==> src/logic/lsu_defs.svh <==
`ifndef LSU_DEFS_SVH
`define LSU_DEFS_SVH

// core and bus widths
`define LSU_ADDR_W 32
`define LSU_DATA_W 32

// byte lanes per data word
`define LSU_STRB_W 4

// sram geometry, 1024 words
`define SRAM_AW 10

// first byte of the sram window, same as the core reset vector
`define SRAM_BASE 32'h8000_0000

`endif
==> src/logic/lsu_pkg.sv <==
package lsu_pkg;

    // core memory operations
    typedef enum logic [2:0] {
        LB  = 3'd0,
        LH  = 3'd1,
        LW  = 3'd2,
        LBU = 3'd3,
        LHU = 3'd4,
        SB  = 3'd5,
        SH  = 3'd6,
        SW  = 3'd7
    } mem_op_e;

    typedef enum logic [2:0] {
        IDLE,
        RD_ADDR,
        RD_DATA,
        WR_REQ,
        WR_RESP,
        DONE
    } lsu_state_e;

    typedef enum logic [1:0] {
        OKAY   = 2'b00,
        SLVERR = 2'b10
    } bus_resp_e;

endpackage

==> src/logic/lsu_axi_master.sv <==
`timescale 1ns/1ps
`include "lsu_defs.svh"

module lsu_axi_master (
    input  logic                     clk,
    input  logic                     rst,

    input  logic                     req,
    input  lsu_pkg::mem_op_e         op,
    input  logic [`LSU_ADDR_W-1:0]   addr,
    input  logic [`LSU_DATA_W-1:0]   wdata,
    output logic                     busy,
    output logic                     done,
    output logic                     err,
    output logic [`LSU_DATA_W-1:0]   rdata,

    output logic [`LSU_ADDR_W-1:0]   axi_araddr,
    output logic                     axi_arvalid,
    input  logic                     axi_arready,
    input  logic [`LSU_DATA_W-1:0]   axi_rdata,
    input  lsu_pkg::bus_resp_e       axi_rresp,
    input  logic                     axi_rvalid,
    output logic                     axi_rready,
    output logic [`LSU_ADDR_W-1:0]   axi_awaddr,
    output logic                     axi_awvalid,
    input  logic                     axi_awready,
    output logic [`LSU_DATA_W-1:0]   axi_wdata,
    output logic [`LSU_STRB_W-1:0]   axi_wstrb,
    output logic                     axi_wvalid,
    input  logic                     axi_wready,
    input  lsu_pkg::bus_resp_e       axi_bresp,
    input  logic                     axi_bvalid,
    output logic                     axi_bready
);

    lsu_pkg::lsu_state_e    state;
    lsu_pkg::mem_op_e       op_q;
    logic [1:0]             lane_q;     // byte offset of the access
    logic [`LSU_DATA_W-1:0] rdata_q;
    logic                   err_q;
    logic                   is_load;
    logic                   misalign;
    logic [`LSU_STRB_W-1:0] st_strb;
    logic [`LSU_DATA_W-1:0] st_data;
    logic [`LSU_DATA_W-1:0] rd_shift;
    logic [`LSU_DATA_W-1:0] ld_data;
    logic                   aw_fin;
    logic                   w_fin;

    assign is_load = (op == lsu_pkg::LB) || (op == lsu_pkg::LH) || (op == lsu_pkg::LW) ||
                     (op == lsu_pkg::LBU) || (op == lsu_pkg::LHU);

    always_comb begin
        misalign = 1'b0;
        st_strb  = '1;
        case (op)
            lsu_pkg::LH, lsu_pkg::LHU: misalign = addr[0];
            lsu_pkg::LW, lsu_pkg::SW:  misalign = (addr[1:0] != 2'b00);
            lsu_pkg::SH: begin
                misalign = addr[0];
                st_strb  = `LSU_STRB_W'(3) << addr[1:0];
            end
            lsu_pkg::SB: st_strb = `LSU_STRB_W'(1) << addr[1:0];
            default: ;
        endcase
    end

    assign st_data = wdata << {addr[1:0], 3'b000};  // move into lanes

    // load extraction and extension
    assign rd_shift = axi_rdata >> {lane_q, 3'b000};

    always_comb begin
        case (op_q)
            lsu_pkg::LB:  ld_data = {{(`LSU_DATA_W-8){rd_shift[7]}}, rd_shift[7:0]};
            lsu_pkg::LH:  ld_data = {{(`LSU_DATA_W-16){rd_shift[15]}}, rd_shift[15:0]};
            lsu_pkg::LBU: ld_data = {{(`LSU_DATA_W-8){1'b0}}, rd_shift[7:0]};
            lsu_pkg::LHU: ld_data = {{(`LSU_DATA_W-16){1'b0}}, rd_shift[15:0]};
            lsu_pkg::LW:  ld_data = axi_rdata;
            default:      ld_data = '0;
        endcase
    end

    // channel finished this cycle or earlier
    assign aw_fin = !axi_awvalid || axi_awready;
    assign w_fin  = !axi_wvalid || axi_wready;

    always_ff @(posedge clk) begin
        if (rst) begin
            state       <= lsu_pkg::IDLE;
            axi_arvalid <= 1'b0;
            axi_awvalid <= 1'b0;
            axi_wvalid  <= 1'b0;
        end else begin
            case (state)
                lsu_pkg::IDLE: begin
                    if (req) begin
                        op_q    <= op;
                        lane_q  <= addr[1:0];
                        rdata_q <= '0;
                        err_q   <= misalign;
                        if (misalign) begin
                            state <= lsu_pkg::DONE;     // no bus traffic
                        end else if (is_load) begin
                            axi_araddr  <= {addr[`LSU_ADDR_W-1:2], 2'b00};
                            axi_arvalid <= 1'b1;
                            state       <= lsu_pkg::RD_ADDR;
                        end else begin
                            axi_awaddr  <= {addr[`LSU_ADDR_W-1:2], 2'b00};
                            axi_wdata   <= st_data;
                            axi_wstrb   <= st_strb;
                            axi_awvalid <= 1'b1;
                            axi_wvalid  <= 1'b1;
                            state       <= lsu_pkg::WR_REQ;
                        end
                    end
                end
                lsu_pkg::RD_ADDR: begin
                    if (axi_arready) begin
                        axi_arvalid <= 1'b0;
                        state       <= lsu_pkg::RD_DATA;
                    end
                end
                lsu_pkg::RD_DATA: begin
                    if (axi_rvalid) begin
                        rdata_q <= ld_data;
                        err_q   <= (axi_rresp == lsu_pkg::SLVERR);
                        state   <= lsu_pkg::DONE;
                    end
                end
                lsu_pkg::WR_REQ: begin
                    if (axi_awready) axi_awvalid <= 1'b0;
                    if (axi_wready) axi_wvalid <= 1'b0;
                    if (aw_fin && w_fin) state <= lsu_pkg::WR_RESP;
                end
                lsu_pkg::WR_RESP: begin
                    if (axi_bvalid) begin
                        err_q <= (axi_bresp == lsu_pkg::SLVERR);
                        state <= lsu_pkg::DONE;
                    end
                end
                default: state <= lsu_pkg::IDLE;  // DONE
            endcase
        end
    end

    assign axi_rready = (state == lsu_pkg::RD_DATA);
    assign axi_bready = (state == lsu_pkg::WR_RESP);

    assign busy  = (state != lsu_pkg::IDLE);
    assign done  = (state == lsu_pkg::DONE);
    assign err   = err_q;
    assign rdata = rdata_q;

endmodule

==> config.mk <==
export PLATFORM = sky130hd
export DESIGN_NAME = lsu_axi_master
export DESIGN_NICKNAME = d
export VERILOG_FILES = /design/src/logic/lsu_pkg.sv /design/src/logic/lsu_axi_master.sv
export VERILOG_INCLUDE_DIRS = /design/src /design/src/logic
export SDC_FILE = /design/constraint.sdc
export NUM_CORES = 1
export LEC_CHECK = 0
export BUFFER_PORTS_ARGS = -buffer_cell sky130_fd_sc_hd__buf_2
export CAP_MARGIN = 10
export CORE_MARGIN = 10
export CORE_UTILIZATION = 50
export CTS_CLUSTER_DIAMETER = 120
export DETAILED_ROUTE_END_ITERATION = 10
export GPL_TIMING_DRIVEN = 0
export HOLD_SLACK_MARGIN = 0.02
export PLACE_DENSITY = 0.86
export SLEW_MARGIN = 20
export SYNTH_ARGS = -nofsm -noshare
export SYNTH_HDL_FRONTEND = slang
export SYNTH_SLANG_ARGS = --single-unit
export TNS_END_PERCENT = 1
==> constraint.sdc <==
create_clock -name clk -period 9.65 [get_ports clk]
set_clock_uncertainty 0.15 [all_clocks]
set_input_delay 1.4475 -clock clk [delete_from_list [all_inputs] [get_ports clk]]
set_output_delay 1.4475 -clock clk [all_outputs]
set_load 0.03 [all_outputs]
After elaboration in Yosys (flattened, before gate mapping)
Index checks and enable logic that the tools add are counted.
- output and inout port bits: 140
- logic and storage cells: 106
- flip-flop bits (word level): 140
- bits of input ports: 111
- mux-type cells: 30
- reduce and logical (&&, ||, !) cells: 29
- bitwise operators: 3
- equality and inequality tests: 28
- shift-type cells: 4
- operator list (operator ; count):
    case mux 32 bit (5 select lines) ; 1
    two-way mux 32 bit ; 2
    case mux 32 bit (2 select lines) ; 1
    AND reduction 5 bit ; 7
    left shift 32 x 5 -> 32 bit ; 1
    right shift 32 x 5 -> 16 bit ; 1
    equality test 3 bit (second input constant) ; 7
    != test 2 bit (second input constant) ; 10
    equality test 3 x 2 -> 1 bit (second input constant) ; 6
    two-way mux 3 bit ; 6
    case mux 3 bit (5 select lines) ; 1
    two-way mux 1 bit ; 12
    equality test 3 x 1 -> 1 bit (second input constant) ; 3
    zero test 3 bit ; 3
    case mux 1 bit (2 select lines) ; 4
    case mux 4 bit (2 select lines) ; 1
    nonzero test 2 bit ; 4
    logical OR 1 bit ; 6
    nonzero test 3 bit ; 2
    equality test 2 bit (second input constant) ; 2
    AND reduction 4 bit ; 1
    left shift 1 x 2 -> 4 bit (first input constant) ; 1
    left shift 2 x 2 -> 4 bit (first input constant) ; 1
    NOT 1 bit ; 3
    other kinds (7) ; 8

Logic depth before layout (Yosys ltp)
- depth in word-level cells: 9
- depth in mapped cells: 7
- depth with buffers taken out: 4

Worst setup path before layout
No wires, ideal clock.
- path type: in2reg
- from: input port op[2]
- to: register axi_awaddr[10] (enable)
- path buffers: 1
- cell stages on the path: 4
- slack: 5.384 ns
- arrival time: 3.685 ns
- data required time: 9.069 ns
- library setup time: 0.431 ns
- path through: clkbuf_1 o21ai_0 a21oi_1 and3_1
- longest elaborated chain between the ends: 7
- elaborated cells on any way between the ends: 17
- classes of those cells: eq/ne (6); mux (1); bitwise (2); reduce/logical (8)
- ends and longest elaborated chain (what ; line ; RTL):
    start: declaration ; lsu_axi_master.sv:9 ; input lsu_pkg::mem_op_e op,
    parallel branches: the longest is 6 deep, another holds equality test 3 x 1 -> 1 bit ; n/a ;
    AND reduction 5 bit (no source line) * ; n/a ;
    end signal: assignment ; lsu_axi_master.sv:109 ; axi_awaddr <= {addr[`LSU_ADDR_W-1:2], 2'b00};
    end: declaration ; lsu_axi_master.sv:24 ; output logic [`LSU_ADDR_W-1:0] axi_awaddr,
Every way passes the cells marked *.
A chain may end at the register's enable or synchronous reset.

Final worst setup path
- from: register state[0]
- to: output port axi_rready
- longest elaborated chain between the ends: 1
- ends and longest elaborated chain (what ; line ; RTL):
    start: declaration ; lsu_axi_master.sv:36 ; lsu_pkg::lsu_state_e state;
    start signal: assignment ; lsu_axi_master.sv:90 ; state <= lsu_pkg::IDLE;
    start signal: assignment ; lsu_axi_master.sv:103 ; state <= lsu_pkg::DONE;
    start signal: assignment ; lsu_axi_master.sv:107 ; state <= lsu_pkg::RD_ADDR;
    equality test 3 x 2 -> 1 bit ; lsu_axi_master.sv:147 ; assign axi_rready = (state == lsu_pkg::RD_DATA);
    end: declaration ; lsu_axi_master.sv:23 ; output logic axi_rready,
No other way between the ends.

==> results.tsv <==
metric	value	unit
outcome	complete, no violations	
die_area	0.0170	sq mm
p_leak	3.30	nW
vdd_drop_max	0.132	mV
powerDensity	225	mW/mm^2
relSlewSlack	50.2	%
ys.flop_type	edfxtp_1	
fmax	306	MHz
dp_cells	853	
post_drt_wl_per_cell	20.6	microns
vias	4883	
slowest_stage	or3b_1	
final_cells	885	
ys_types	53	
placed_area	0.00757	sq mm
yosysSeqAreaShare	68.2	%
grt_max_degree	60	
end_kind	output pin	
crit_path_start_kind	flop	
dieWidth	130	microns
critPathRequiredTime	8.05	ns
synth_top_area_share	66.2	%
cts_made_buffers	17	
synth_edf_count	134	
async_flop_share	0	%
critPathBufInv	3	
path_clk_slew	0.06	ns
antenna_found_initial	0	
critPathMaxFanout	10	
firstDrtPassIters	5	
cts_setup_buffers	0	
tightest_slew	0.746	ns
grt_pass1_wl	27.1	mm
synthCells	455	
ctsRootBufferMaster	clkbuf_16	
rsz0062_at_grt	false	
drc	0	
track_usage	20.7	%
worstSkewPairLatency	0.41	ns
nets	836	
finalWirelength	18.2	mm
synth_area_leaders	edfxtp_1, mux2i_1, a21oi_1	
hold_buffers	0	
cp_top_family	buffers and inverters	
area_growth	33.7	%
startpoint	state[0]	
htree_levels	4	
final-hold-violation-count	0	
arrival	1.67	ns
clock-sinks	140	
vias_per_cell	5.52	
tns	0	ns
drive_gt1_share	41.7	%
cpMostUsedCell	buf_2	
first_iter_violations	363	
numPortBuffers	246	
slew_viol_final	0	
period_needed	3.26	ns
yosysWarningCount	0	
worstReg2RegStart	state[1]	
final_util	67.9	%
hpwl	14.0	mm
ios	251	
path_cells	buf_2, or3b_1, inv_1, buf_2	
synth-seq-cells	140	
die_height	130	microns
max_cap_violations	0	
final_area	0.00812	sq mm
layout_worst_path_cycle_share	33.8	%
hold_path_startpoint	axi_arvalid	
ant_nets	0	
core	0.0120	sq mm
synth_largest_area_cell	edfxtp_1	
grt-ovfl-total	0	
cpPeakStageDelay	0.40	ns
cts_max_path_buffers	2	
setup_viol	0	
cts_tree	done	
synthesis.area	0.00607	sq mm
syn_avg_cell_area	13.4	sq um
rows	40	
criticalPathCategory	flop to output pin	
hp-class	flop to flop	
grt_pass1_vias	5051	
initial_utilization	50.8	%
cts_resized	0	
gp_congestion	0.879	
==> kinds of logic after synthesis <==
logic type / Yosys count / synth area share [%]
AOI/OAI and AO/OA: 115 / 12.2
buffers and inverters: 50 / 4.08
muxes: 28 / 4.84
other: 1 / 0.0617
and+or+nand+nor: 118 / 10.2
adders and majority gates: 1 / 0.165
DFF: 140 / 68.2
xor gates and xnor gates: 2 / 0.288
==> synth_stat cells (2+ instances only) <==
cell type	count
edfxtp_1	134
nand2_1	45
a21oi_1	40
mux2i_1	26
o21ai_0	20
clkbuf_1	17
nor2_1	17
inv_1	14
nor2b_1	13
buf_2	10
a211oi_1	9
and2_1	9
nand2b_1	9
a22oi_1	8
o41ai_1	8
o221ai_1	7
o2bb2ai_1	7
dfxtp_1	6
and3_1	5
buf_4	4
o22ai_1	4
a21o_1	3
nand3b_1	3
nor3_1	3
a21oi_2	2
a311oi_1	2
a31oi_1	2
buf_6	2
nor3b_1	2
==> area by class of cell <==
class | instances | area, sq um
Sequential cell | 140 | 4140
Fill cell | 864 | 3840
Multi-Input combinational cell | 268 | 1710
Timing Repair Buffer | 248 | 1290
Clock buffer | 19 | 433
Buffer | 36 | 195
Tap cell | 147 | 184
Clock inverter | 12 | 118
Inverter | 14 | 52.6
Antenna cell | 1 | 2.50
==> per-layer routing <==
metal	wire length [microns]	track usage, %
met4	401	9.52
met2	9540	36.2
met3	1680	5.96
met1	6620	22.6
met5	0	0
==> metrics by stage <==
step	hold WS [ns]	power, mW	setup slack [ns]
3_5_place_dp	0.380	1.24	6.07
2_1_floorplan	0.412	1.08	5.38
4_1_cts	0.389	1.84	6.37
6_report	0.385	1.83	6.39
5_1_grt	0.433	1.91	6.27
3_3_place_gp	0.359	1.21	4.48
==> layout by cell type (no fill, tap or decap), types with 8 or more instances in the layout <==
master / instances
mux2i_1: 26
a211oi_1: 9
o41ai_1: 8
nor2_1: 16
o21ai_0: 20
inv_1: 14
a21oi_1: 40
edfxtp_1: 134
and2_1: 9
nand2_1: 45
a22oi_1: 8
clkbuf_16: 17
buf_2: 256
nor2b_1: 13
clkbuf_1: 19
nand2b_1: 9
==> report_power, final <==
| group | total (mW) | switching [mW] | internal [mW] |
|---|---|---|---|
| Sequential | 0.766 | 0.0195 | 0.747 |
| Clock | 0.603 | 0.248 | 0.355 |
| Combinational | 0.458 | 0.318 | 0.140 |
| Total | 1.83 | 0.586 | 1.24 |
==> sequential cells by signal, indices dropped and copies added, names as in the netlist <==
register and cells:
axi_wdata 32, rdata 32, axi_araddr 30, axi_awaddr 30
axi_wstrb 4, op_q 3, state 3, lane_q 2
axi_arvalid 1, axi_awvalid 1, axi_wvalid 1, err 1
==> path summary, 6_finish.rpt <==
path / to / slack, ns / cells past startpoint
max: axi_rready / 6.39 / 4
max reg2reg: axi_araddr[10] / 7.12 / 4
min reg2reg: axi_arvalid / 0.39 / 2
min: axi_arvalid / 0.39 / 2
==> worst min-delay path: stages (launching register included) <==
cell and delay, ns:
dfxtp_1 0.30, a21oi_1 0.12, a211oi_1 0.06
No activity file was read; power rests on OpenSTA's default activity.
